## config.mk

```make
export PLATFORM = sky130hd
export DESIGN_NAME = video_timing_flat
export DESIGN_NICKNAME = d
export VERILOG_FILES = /design/src/verilog/sprite_pkg.sv /design/src/verilog/beam_if.sv /design/src/verilog/video_timing.sv /design/src/flat_wrapper.sv
export SDC_FILE = /design/constraint.sdc
export NUM_CORES = 1
export LEC_CHECK = 0
export BUFFER_PORTS_ARGS = -buffer_cell sky130_fd_sc_hd__clkbuf_2
export CAP_MARGIN = 20
export CORE_MARGIN = 3
export CORE_UTILIZATION = 30
export CTS_CLUSTER_SIZE = 25
export DETAILED_ROUTE_END_ITERATION = 10
export PLACE_DENSITY = 0.56
export SKIP_CTS_REPAIR_TIMING = 1
export SLEW_MARGIN = 5
export SYNTH_ARGS = -nofsm -noshare
export SYNTH_HDL_FRONTEND = slang
export SYNTH_SLANG_ARGS = --single-unit
```

## constraint.sdc

```tcl
create_clock -name clk -period 1.7 [get_ports clk]
set_clock_uncertainty 0.2 [all_clocks]
set_input_delay 0.085 -clock clk [delete_from_list [all_inputs] [get_ports clk]]
set_output_delay 0.085 -clock clk [all_outputs]
set_load 0.02 [all_outputs]
```

## src/verilog/sprite_pkg.sv

```systemverilog
`default_nettype none

package sprite_pkg;

  // horizontal timing in clocks
  localparam logic [8:0] H_DISPLAY    = 9'd256;
  localparam logic [8:0] H_TOTAL      = 9'd309;
  localparam logic [8:0] H_SYNC_START = 9'd280;
  localparam logic [8:0] H_SYNC_END   = 9'd303; // first hpos after the pulse

  // vertical timing in lines
  localparam logic [8:0] V_DISPLAY    = 9'd240;
  localparam logic [8:0] V_TOTAL      = 9'd262;
  localparam logic [8:0] V_SYNC_START = 9'd244;
  localparam logic [8:0] V_SYNC_END   = 9'd247;

  localparam logic [8:0] LOAD_LINE    = 9'd260; // table copy happens here once per frame

  // sprite limits
  localparam int SPRITE_BITS  = 5;
  localparam int SPRITE_COUNT = 1 << SPRITE_BITS;
  localparam int SLOT_BITS    = 3;
  localparam int SLOT_COUNT   = 1 << SLOT_BITS; // sprites per line
  localparam int SPRITE_SIZE  = 16;

  // renderer schedule within a line
  localparam logic [8:0] SELECT_END  = 9'(2 * SPRITE_COUNT);      // 2 clocks per sprite
  localparam logic [8:0] LOAD_CYCLES = 9'(2 * SPRITE_COUNT + 8);
  localparam int         SLOT_SETUP  = 8;
  localparam int         SLOT_CYCLES = SLOT_SETUP + SPRITE_SIZE;  // 24 per slot
  localparam logic [8:0] RENDER_END  = 9'(2 * SPRITE_COUNT + SLOT_COUNT * SLOT_CYCLES);

  typedef logic [3:0] color_t; // 0 is transparent for sprites

  typedef struct packed {
    logic [7:0] ypos;
    logic [7:0] xpos;
  } sprite_pos_t; // table word 0

  typedef struct packed {
    logic [9:0] reserved;
    logic [1:0] shape;
    color_t     color;
  } sprite_attr_t; // table word 1

  typedef union packed {
    sprite_pos_t  pos;
    sprite_attr_t attr;
  } sprite_word_u;

  localparam color_t GRID_COLOR  = 4'd8;
  localparam color_t FIELD_COLOR = 4'd1;

endpackage

`default_nettype wire

```

## src/verilog/beam_if.sv

```systemverilog
`timescale 1ns/1ps
`default_nettype none

// raster position shared by every block that follows the beam
interface beam_if;
  logic [8:0] hpos;
  logic [8:0] vpos;
  logic       hsync;      // active high
  logic       vsync;      // active high
  logic       display_on; // inside the 256x240 area

  modport source (output hpos, vpos, hsync, vsync, display_on);
  modport sink   (input  hpos, vpos, hsync, vsync, display_on);
endinterface

`default_nettype wire

```

## src/verilog/video_timing.sv

```systemverilog
`timescale 1ns/1ps
`default_nettype none

module video_timing
  import sprite_pkg::*;
(
  input  logic  clk,
  input  logic  reset,
  beam_if.source beam
);

  logic [8:0] hcount;
  logic [8:0] vcount;
  logic       hwrap; // last clock of the line

  assign hwrap = (hcount == H_TOTAL - 9'd1);

  always_ff @(posedge clk) begin
    if (reset) begin
      hcount <= '0;
      vcount <= '0;
    end else begin
      hcount <= hwrap ? 9'd0 : hcount + 9'd1;
      if (hwrap) begin
        // line counter steps once per line
        vcount <= (vcount == V_TOTAL - 9'd1) ? 9'd0 : vcount + 9'd1;
      end
    end
  end

  assign beam.hpos = hcount;
  assign beam.vpos = vcount;

  // syncs follow the counters directly, inactive at 0,0
  assign beam.hsync      = (hcount >= H_SYNC_START) && (hcount < H_SYNC_END);
  assign beam.vsync      = (vcount >= V_SYNC_START) && (vcount < V_SYNC_END);
  assign beam.display_on = (hcount < H_DISPLAY) && (vcount < V_DISPLAY);

endmodule

`default_nettype wire
```

## src/flat_wrapper.sv

```systemverilog
// flat-port wrapper written by rule: the top's interface ports become plain ports
module video_timing_flat import sprite_pkg::*;
  (clk, reset, beam_hpos, beam_vpos, beam_hsync, beam_vsync, beam_display_on);
  beam_if beam_i ();
  input  logic clk;
  input  logic reset;
  output wire logic [$bits(beam_i.hpos)-1:0] beam_hpos;
  output wire logic [$bits(beam_i.vpos)-1:0] beam_vpos;
  output wire logic [$bits(beam_i.hsync)-1:0] beam_hsync;
  output wire logic [$bits(beam_i.vsync)-1:0] beam_vsync;
  output wire logic [$bits(beam_i.display_on)-1:0] beam_display_on;
  assign beam_hpos = beam_i.hpos;
  assign beam_vpos = beam_i.vpos;
  assign beam_hsync = beam_i.hsync;
  assign beam_vsync = beam_i.vsync;
  assign beam_display_on = beam_i.display_on;
  video_timing u_core (.clk(clk), .reset(reset), .beam(beam_i));
endmodule
```

==> key figures, run 1 <==
Drt
  • Final wirelength: 2180 um
  • WL per Instance: 12.4 um
  • Drt first pass iters: 4
  • Initial drt markers: 53
  • Drt via density: 4.90
  • Via count: 863
  • Detail Route Antenna Nets: 0
  • DRC Markers: 0

Synth
  • Net Count, Synth: 109
  • Synth Instances: 103
  • Sequential share of the synthesized area: 38.6%
  • Share of the synthesized area in the top cell type: 38.6%
  • Yosys warning total: 0
  • Netlist cell types: 27
  • Ranking of synthesized cells by area: dfxtp_1 (39%), xnor2_1 (10%), nor2_1 (8.4%), ha_1 (5.4%), nor4_2 (5.4%)
  • Avg Cell Area, Syn: 9.07 sq um
  • FF+latch count, synth: 18
  • Area leader, netlist: dfxtp_1
  • Mapped Area: 935 sq um

Floorplanning
  • Die area: 0.00382 sq mm
  • # rows: 19
  • Die height: 61.8 um
  • Width of the die: 61.8 um
  • Initial Util: 32.8%
  • IO Count: 23
  • Core Area: 0.00285 sq mm

Final layout
  • Fin cells: 176
  • Share of layout cells above drive strength 1: 49.0%
  • Storage cell area: 374 sq um
  • Post-layout util: 48.0%
  • Final antenna diode count: 0
  • Final #Nets: 152
  • Syn-to-layout area delta: 46.6%
  • Multi-input logic area: 637 sq um
  • # fillers: 288
  • Final instance area: 0.00137 sq mm

Worst hold path
  • Worst Hold Class: register to register

Clocking
  • Sink Count: 18
  • H-tree lvl count: 1
  • Clock Path Buffers: 2
  • CTS tree: done
  • TritonCTS Buffers: 3
  • Clk_lat worst skew: 0.29 ns
  • Root Buffer: clkbuf_4
  • Clock-pin slew on the worst setup and hold paths: 0.10 ns

Critical path
  • R2R Path End: u_core.beam.vpos[6]
  • Worst Setup End Kind: output pin
  • Reg2reg start: u_core.beam.hpos[1]
  • Worst Path Max Fanout: 7
  • Startpoint Class: register
  • Worst setup path category: register to output pin
  • CP required: 1.41 ns
  • Internal reg-to-reg setup slack: 0.10 ns
  • Worst Setup SP: u_core.beam.hpos[3]
  • Worst reg2reg path depth: 7
  • Crit path to: beam_hsync
  • Critical path arrival: 1.49 ns

Timing
  • Count of pins over their slew limit: 0
  • Hold Fails Final Rpt: 0
  • Slew HR: 80.1%
  • RSZ-0062 raised after global routing: true
  • Post-route setup TNS: -0.0751 ns
  • Tcrit/Tclk final: 104%
  • Endpoints failing setup: 1
  • Minimum clock period: 1.78 ns
  • Worst-Margin Slew: 0.297 ns
  • Max frequency: 563 MHz
  • Final setup margin: -0.0751 ns
  • Hold_ws: 0.310 ns

Outcome
  • Outcome: finished, violations left
  • Failing checks: negative setup slack

Placed design
  • Detailed Place HPWL: 1630 um
  • Pre-CTS setup slack: 0.00165 ns
  • Cells after DPL: 167
  • # port buffers: 22
  • DP Area: 0.00118 sq mm
  • GPL Wtd Cong: 0.743

Pwr
  • Power per Cell Area: 558 mW/mm^2
  • Pint: 591 uW
  • Maximum VDD drop: 383 uV
  • NetSw: 174 uW
  • Clock Power Share: 34.2%
  • Switching share of power: 22.7%
  • Sequential share of power: 56.4%
  • Leak: 0.595 nW
  • Logic pwr share: 9.4%
  • Final Power: 765 uW

GRT
  • Largest net degree at the start of global routing: 11
  • Vias in the first global route: 807
  • GRT Residual Overflow: 0
  • First-pass GRT wire length: 3590 um
  • Initial antenna violation count: 0
  • GRT Total Usage: 12.6%

Run
  • Max-Cap Viols: 0
-- final cells by class --
| class | instances | area share [%] |
|---|---|---|
| Clock buffer | 4 | 2.65 |
| Inverter | 5 | 1.37 |
| Multi-Input combinational cell | 78 | 46.5 |
| Sequential cell | 18 | 27.3 |
| Tap cell | 31 | 2.83 |
| Timing Repair Buffer | 40 | 19.4 |
-- registers in the layout, indices dropped and copies added, names as in the netlist --
register / count
u_core.beam.hpos: 9
u_core.beam.vpos: 9
-- cell usage after synthesis --
| cell type | number |
|---|---|
| xor2_1 | 3 |
| o21bai_4 | 1 |
| xnor2_1 | 11 |
| a41oi_1 | 1 |
| inv_1 | 5 |
| nor4_1 | 1 |
| or2_4 | 1 |
| nor4b_1 | 1 |
| nor3_1 | 3 |
| and3_1 | 1 |
| dfxtp_1 | 18 |
| buf_4 | 1 |
| buf_2 | 1 |
| nor2_1 | 21 |
| nand3b_1 | 2 |
| nand4bb_1 | 1 |
| nand4_1 | 4 |
| a21oi_1 | 3 |
| nand2b_1 | 1 |
| nor4bb_1 | 1 |
| nand3_1 | 6 |
| ha_1 | 4 |
| nor2b_1 | 1 |
| nor3b_1 | 1 |
| nor4_2 | 4 |
| nand2_1 | 5 |
| nand4b_4 | 1 |
-- cells in the final DEF, fill, tap and decap left out, types with 3 or more instances in the layout --
master	Yosys	layout
buf_4	1	15
nand4_1	4	4
dfxtp_1	18	9
nand2_1	5	5
clkbuf_2	0	20
nor4_4	0	4
xor2_1	3	3
nand3_1	6	5
dfxtp_2	0	8
ha_1	4	3
clkbuf_4	0	3
inv_1	5	4
nor2_1	21	20
xnor2_1	11	11
-- routing by layer --
metal	track usage (%)	wire length, um	part of all wire (%)
met4	5.45	23	1.1
met2	20.6	1040	48
met5	0	0	0
met3	3.10	133	6.1
met1	15.8	980	45
-- power by group through the flow --
stage               sequential [mW]  clock, mW  combinational [mW]
finish                        0.431      0.262              0.0718
global route                  0.432      0.296              0.0808
CTS                           0.431      0.280              0.0574
detailed placement            0.441          0              0.0573
global placement              0.440          0              0.0563
floorplan                     0.453          0              0.0234
-- critical path, stage by stage (launching register included) --
cell	delay, ns
dfxtp_2	0.33
buf_4	0.15
a41oi_2	0.17
a21oi_2	0.08
nor4b_2	0.27
buf_2	0.20
-- how the worst min path moves through the flow --
stage / startpoint / cells after the start / end / slack [ns]
5_1_grt: u_core.beam.vpos[0] / 2 / u_core.beam.vpos[0] / 0.35
6_report: u_core.beam.vpos[0] / 2 / u_core.beam.vpos[0] / 0.31
3_5_place_dp: reset / 2 / u_core.beam.vpos[0] / 0.10
4_1_cts: reset / 2 / u_core.beam.vpos[0] / -0.23
2_1_floorplan: reset / 1 / u_core.beam.vpos[0] / -0.05
3_3_place_gp: reset / 2 / u_core.beam.vpos[1] / 0.1
-- kinds of logic (layout without fill, tap and decap cells) --
family | Yosys count | in the layout | synth area share [%]
compound gates | 5 | 5 | 4.55
xor+xnor | 14 | 14 | 13.1
fa+ha+maj | 4 | 4 | 5.35
buf+inv | 7 | 49 | 3.35
flops | 18 | 18 | 38.6
simple gates | 55 | 55 | 35.1
Power figures use the tool's default switching activity.
==> run 2, diff against run 1 <==
MAX_ROUTING_LAYER = met4   (was default)
TNS_END_PERCENT = 10   (was default)
==> run 2 against run 1 <==
  * The flow still finishes with violations (negative setup slack)
  * Worst hold slack improved by 0.0084 ns
  * Sequential cell count did not move
  * Critical path depth did not move
  * Critical path type unchanged
  * Critical endpoint unchanged
  * Largest cell class unchanged
==> key figures, run 2 (synthesized netlist as in run 1, its figures left out) <==
Final layout
  • Final #Nets: 158 (+3.9%)
  • Most common library cell in the layout ignoring fill and taps: nor2_1
  • Share of layout cells above drive strength 1: 46.0% (-3.0 points)
  • Storage cell area: 369 sq um (-1.3%)
  • Multi-input logic area: 609 sq um (-4.3%)
  • # fillers: 282 (-2.1%)
  • Post-layout util: 48.3% (+0.31 points)
  • Commonest non-fill, non-tap cells in the layout: nor2_1 (21), clkbuf_2 (20), buf_4 (18)
  • Final antenna diode count: 0 (unchanged)
  • Syn-to-layout area delta: 47.5%
  • Final instance area: 0.00138 sq mm (+0.64%)

Placed design
  • Detailed Place HPWL: 1580 um (-2.9%)
  • # port buffers: 22 (unchanged)
  • GPL Wtd Cong: 0.790 (+6.4%)
  • DP Area: 0.00119 sq mm (+0.42%)

Pwr
  • Leak: 0.623 nW (+4.7%)
  • Clock Power Share: 29.1% (-5.1 points)
  • Power per Cell Area: 517 mW/mm^2 (-7.4%)
  • Switching share of power: 23.5% (+0.77 points)
  • Pint: 546 uW (-7.8%)
  • Maximum VDD drop: 333 uV (-13%)
  • Final Power: 713 uW (-6.8%)
  • NetSw: 167 uW (-3.7%)
  • Sequential share of power: 60.6% (+4.2 points)
  • Logic pwr share: 10.4% (+1.0 points)

Drt
  • Drt first pass iters: 4 (unchanged)
  • WL per Instance: 12.5 um (+0.54%)
  • Drt via density: 5.03 (+2.5%)
  • Detail Route Antenna Nets: 0 (unchanged)
  • Initial drt markers: 50 (-5.7%)
  • Via count: 910 (+5.4%)
  • DRC Markers: 0 (unchanged)
  • Final wirelength: 2260 um (+3.4%)

Critical path
  • Worst reg2reg path depth: 7 (unchanged)
  • Worst setup path category: register to output pin
  • Delay of the slowest critical-path stage: 0.33 ns (about the same)
  • CP Cell Sequence: buf_6, a41oi_2, a21oi_2, nor4b_2, buf_2
  • Slowest stage cell, crit path: dfxtp_2
  • Reg2reg start: u_core.beam.hpos[1]
  • Worst Path Max Fanout: 4 (-3)
  • CP required: 1.41 ns (about the same)
  • Worst Setup End Kind: output pin
  • Startpoint Class: register
  • Internal reg-to-reg setup slack: 0.05 ns (-0.05 ns)
  • R2R Path End: u_core.beam.vpos[6]
  • Critical path arrival: 1.46 ns (-0.03 ns)

Worst hold path
  • Hold_sp: u_core.beam.vpos[1]
  • Hold path depth: 2 (unchanged)
  • Worst Hold Class: register to register
  • Hold worst-path end: u_core.beam.vpos[1]

Timing
  • Endpoints failing setup: 1 (unchanged)
  • Worst-Margin Slew: 0.304 ns (+0.00683 ns)
  • Final setup margin: -0.0431 ns (+0.0320 ns)
  • Minimum clock period: 1.74 ns (-0.0320 ns)
  • Slew HR: 79.7% (-0.46 points)
  • Hold Fails Final Rpt: 0 (unchanged)
  • Max frequency: 574 MHz (+1.8%)
  • RSZ-0062 raised after global routing: true
  • Tcrit/Tclk final: 103% (-1.9 points)
  • Count of pins over their slew limit: 0 (unchanged)

Floorplanning
  • Core Area: 0.00285 sq mm (unchanged)
  • # rows: 19 (unchanged)
  • Width of the die: 61.8 um (unchanged)
  • IO Count: 23 (unchanged)
  • Die height: 61.8 um (unchanged)
  • Initial Util: 32.8% (unchanged)
  • Die area: 0.00382 sq mm (unchanged)

GRT
  • Vias in the first global route: 790 (-2.1%)
  • GRT Residual Overflow: 0 (unchanged)
  • First-pass GRT wire length: 3390 um (-5.4%)
  • Largest net degree at the start of global routing: 10 (-1)
  • Initial antenna violation count: 0 (unchanged)
  • GRT Total Usage: 12.2% (-0.39 points)

Clocking
  • Clock Path Buffers: 2 (unchanged)
  • H-tree lvl count: 1 (unchanged)
  • TritonCTS Buffers: 3 (unchanged)
  • Sink Count: 18 (unchanged)
  • Clock-pin slew on the worst setup and hold paths: 0.10 ns (about the same)
  • Root Buffer: clkbuf_4
  • Clk_lat worst skew: 0.29 ns (about the same)
  • CTS tree: done

Outcome
  • Failing checks: negative setup slack
  • Outcome: finished, violations left

Run
  • Max-Cap Viols: 0 (unchanged)
## run 2: cell count changes in the layout (fill, tap and decap cells not counted), sizes merged
cell	before	now
buf	19	25
clkbuf	24	23
## run 2: power groups by stage
| stage | logic, mW | clock network [mW] | registers, mW |
|---|---|---|---|
| floorplan | 0.0234 | 0 | 0.452 |
| global placement | 0.0565 | 0 | 0.440 |
| detailed placement | 0.0573 | 0 | 0.440 |
| CTS | 0.0576 | 0.217 | 0.430 |
| global route | 0.0811 | 0.240 | 0.433 |
| finish | 0.0738 | 0.207 | 0.432 |
## run 2: final cells by class
| cell class | count | area share (%) |
|---|---|---|
| multi-input cells | 78 | 44.2 |
| flip-flops and latches | 18 | 26.8 |
| repair buffers | 46 | 23.2 |
| well taps | 31 | 2.81 |
| clock buffers | 3 | 1.63 |
| inverters | 5 | 1.36 |
## run 2: per-layer routing
metal	track usage (%)	up-vias	part of all wire, %
li1	-	452	-
met1	13.7	431	44
met2	20.9	23	51
met3	4.34	4	4.8
met4	2.73	0	0.84
met5	-	-	0
## run 2: critical path: cells and delay by family, from the launching register on
kind                   cells  cell delay (ns)
DFF                        1             0.33
AOI/OAI and AO/OA          2             0.28
buffers and inverters      2             0.32
and+or+nand+nor            1             0.25
## run 2: worst max-delay path by stage
stage / from / to / slack (ns)
floorplan: u_core.beam.vpos[4] / beam_vsync / -0.04
global placement: u_core.beam.hpos[0] / u_core.beam.vpos[7] / 0.07
detailed placement: u_core.beam.hpos[1] / u_core.beam.hpos[8] / 0.04
CTS: u_core.beam.hpos[4] / beam_hsync / -0.12
global route: u_core.beam.hpos[2] / beam_hsync / -0.13
finish: u_core.beam.hpos[2] / beam_hsync / -0.04
## run 2: metrics by stage
stage | std cells | setup slack, ns | setup TNS [ns] | hold slack, ns
2_1_floorplan | 103 | -0.0444 | -0.296 | -0.0459
3_3_place_gp | 167 | 0.0661 | 0 | 0.0975
3_5_place_dp | 167 | 0.0399 | 0 | 0.106
4_1_cts | 170 | -0.116 | -0.211 | -0.214
5_1_grt | 181 | -0.132 | -0.295 | 0.336
6_report | 181 | -0.0431 | -0.0431 | 0.318
==> run 3, diff against run 2 <==
ABC_AREA = 1   (was default)
PLACE_DENSITY = 0.55   (was 0.56)
==> run 3 against run 2 <==
  * Critical path type unchanged
  * Register-to-register slack better by 0.12 ns
  * Worst setup slack better by 0.16 ns
  * Global-route usage up 0.59 points
  * Count of clock-buffer cells in the layout up 1
  * The run ends with negative hold slack left
  * Non-clock buffer count down 19
  * Cell count up 29%
  * Synthesized cell count up 56%
  * Die area up 8.1%
==> key figures, run 3 <==
Clocking
  • Sink Count: 18 (unchanged)
  • H-tree lvl count: 1 (unchanged)
  • TritonCTS Buffers: 3 (unchanged)
  • Root Buffer: clkbuf_4
  • Clock Path Buffers: 2 (unchanged)
  • CTS tree: done
  • Clk_lat worst skew: 0.30 ns (about the same)
  • Clock-pin slew on the worst setup and hold paths: 0.12 ns (+0.02 ns)

Final layout
  • Final antenna diode count: 0 (unchanged)
  • Final #Nets: 197 (+25%)
  • Most common library cell in the layout ignoring fill and taps: nand2_1
  • Final instance area: 0.00125 sq mm (-9.1%)
  • Commonest non-fill, non-tap cells in the layout: nand2_1 (49), inv_1 (25), nor2_1 (24)
  • # fillers: 355 (+26%)
  • Syn-to-layout area delta: 23.1%
  • Share of layout cells above drive strength 1: 22.6% (-23 points)
  • Post-layout util: 39.8% (-8.6 points)

Timing
  • Slew HR: 81.1% (+1.4 points)
  • Max frequency: 631 MHz (+10%)
  • RSZ-0062 raised after global routing: true
  • Worst-Margin Slew: 0.283 ns (-0.0204 ns)
  • Minimum clock period: 1.58 ns (-0.159 ns)
  • Hold Fails Final Rpt: 6 (+6)
  • Count of pins over their slew limit: 0 (unchanged)
  • Hold_ws: -0.193 ns (-0.512 ns)
  • Post-route setup TNS: 0 ns (+0.0431 ns)
  • Tcrit/Tclk final: 93.2% (-9.4 points)
  • Endpoints failing setup: 0 (-1)

Floorplanning
  • Core Area: 0.00315 sq mm (+11%)
  • Width of the die: 64.3 um (+4.0%)
  • Die area: 0.00413 sq mm (+8.1%)
  • Die height: 64.3 um (+4.0%)
  • Initial Util: 32.3% (-0.46 points)
  • # rows: 20 (+1)
  • IO Count: 23 (unchanged)

Outcome
  • Outcome: finished, violations left
  • Failing checks: negative hold slack

Placed design
  • DP Area: 0.00120 sq mm (+1.3%)
  • GPL Wtd Cong: 0.871 (+10%)
  • Detailed Place HPWL: 1830 um (+16%)
  • # port buffers: 22 (unchanged)

Critical path
  • Worst Path Max Fanout: 8 (+4)
  • Worst Setup End Kind: output pin
  • Worst setup path category: register to output pin
  • CP required: 1.41 ns (about the same)
  • Startpoint Class: register
  • Critical path arrival: 1.30 ns (-0.16 ns)

Synth
  • Yosys warning total: 0 (unchanged)
  • Avg Cell Area, Syn: 6.33 sq um (-30%)
  • Number of flops mapped to enable cells by yosys: 0 (unchanged)
  • Ranking of synthesized cells by area: dfxtp_1 (35%), nand2_1 (18%), inv_1 (9.2%), nor2_1 (8.8%), nand3_1 (6.9%)
  • Commonest register cell after synthesis: dfxtp_1
  • Mapped Area: 0.00102 sq mm (+9.0%)
  • Share of synthesized flip-flops with an asynchronous set or reset: 0% (unchanged)
  • Netlist cell types: 23 (-15%)
  • Synth Instances: 161 (+56%)
  • Area leader, netlist: dfxtp_1
  • Net Count, Synth: 167 (+53%)
  • Share of the synthesized area in the top cell type: 35.4% (-3.2 points)
  • FF+latch count, synth: 18 (unchanged)
  • Sequential share of the synthesized area: 35.4% (-3.2 points)
  • Top-count cell post-synth: nand2_1
  • Synth cell count leaders: nand2_1 (49), inv_1 (25), nor2_1 (24)

Run
  • Max-Cap Viols: 0 (unchanged)

GRT
  • Largest net degree at the start of global routing: 14 (+4)
  • GRT Total Usage: 12.8% (+0.59 points)
  • First-pass GRT wire length: 4220 um (+24%)
  • GRT Residual Overflow: 0 (unchanged)
  • Vias in the first global route: 1,003 (+27%)
  • Initial antenna violation count: 0 (unchanged)

Drt
  • Final wirelength: 2380 um (+5.3%)
  • DRC Markers: 0 (unchanged)
  • Detail Route Antenna Nets: 0 (unchanged)
  • Drt first pass iters: 4 (unchanged)
  • Initial drt markers: 48 (-4.0%)
  • WL per Instance: 10.1 um (-19%)
  • Via count: 1,014 (+11%)
  • Drt via density: 4.33 (-14%)

Worst hold path
  • Worst Hold Class: primary input to register

Pwr
  • Power per Cell Area: 609 mW/mm^2 (+18%)
  • Leak: 0.597 nW (-4.1%)
  • Maximum VDD drop: 218 uV (-35%)
[run 3: logic make-up after synthesis]
kind of cell | after synthesis | share of synthesized area (%)
and+or+nand+nor | 97 | 40.4
buffers and inverters | 29 | 11.9
adders and majority gates | 4 | 4.91
AOI/OAI and AO/OA | 11 | 5.65
DFF | 18 | 35.4
xor gates and xnor gates | 2 | 1.72
[run 3: per-layer routing]
layer	GRT usage, %	wire length, um
met5	-	0
met4	5.54	0
met3	2.28	60
met2	21.5	1080
met1	15.0	1230
[run 3: area by class of cell]
cell class,instances,area [sq um],share of cell area (%)
clock buffers,4,36.3,2.89
inverters,27,103,8.18
multi-input cells,114,547,43.6
flip-flops and latches,18,365,29.1
well taps,44,55.1,4.39
repair buffers,27,148,11.8
[run 3: report_power, final]
group | switching, mW | internal (mW) | total (mW) | leakage (nW)
registers | 0.00529 | 0.428 | 0.433 | 0.148
clock network | 0.147 | 0.130 | 0.277 | 0.0210
logic | 0.0332 | 0.0197 | 0.0529 | 0.428
total | 0.185 | 0.578 | 0.763 | 0.597
[run 3: worst paths after layout]
path / depth (start not counted) / slack (ns) / start / end
worst max-delay path: 4 / 0.12 / u_core.beam.hpos[6] / beam_hsync
worst min-delay path: 2 / -0.19 / reset / u_core.beam.vpos[5]
worst max register to register: 8 / 0.17 / u_core.beam.hpos[0] / u_core.beam.vpos[4]
worst min register to register: 2 / 0.34 / u_core.beam.vpos[4] / u_core.beam.vpos[4]
[run 3: worst max-delay path: stages, from the launching register on]
cell	delay, ns
dfxtp_1	0.40
nor2_1	0.20
nand3_1	0.10
a21oi_1	0.13
clkbuf_2	0.18
[run 3: metrics by stage]
stage	std cells	setup WS [ns]	total power, mW
2_1_floorplan	161	0.0934	0.473
5_1_grt	234	-0.00141	0.792
4_1_cts	234	0.0382	0.770
3_3_place_gp	230	0.239	0.493
6_report	234	0.116	0.763
3_5_place_dp	230	0.190	0.494
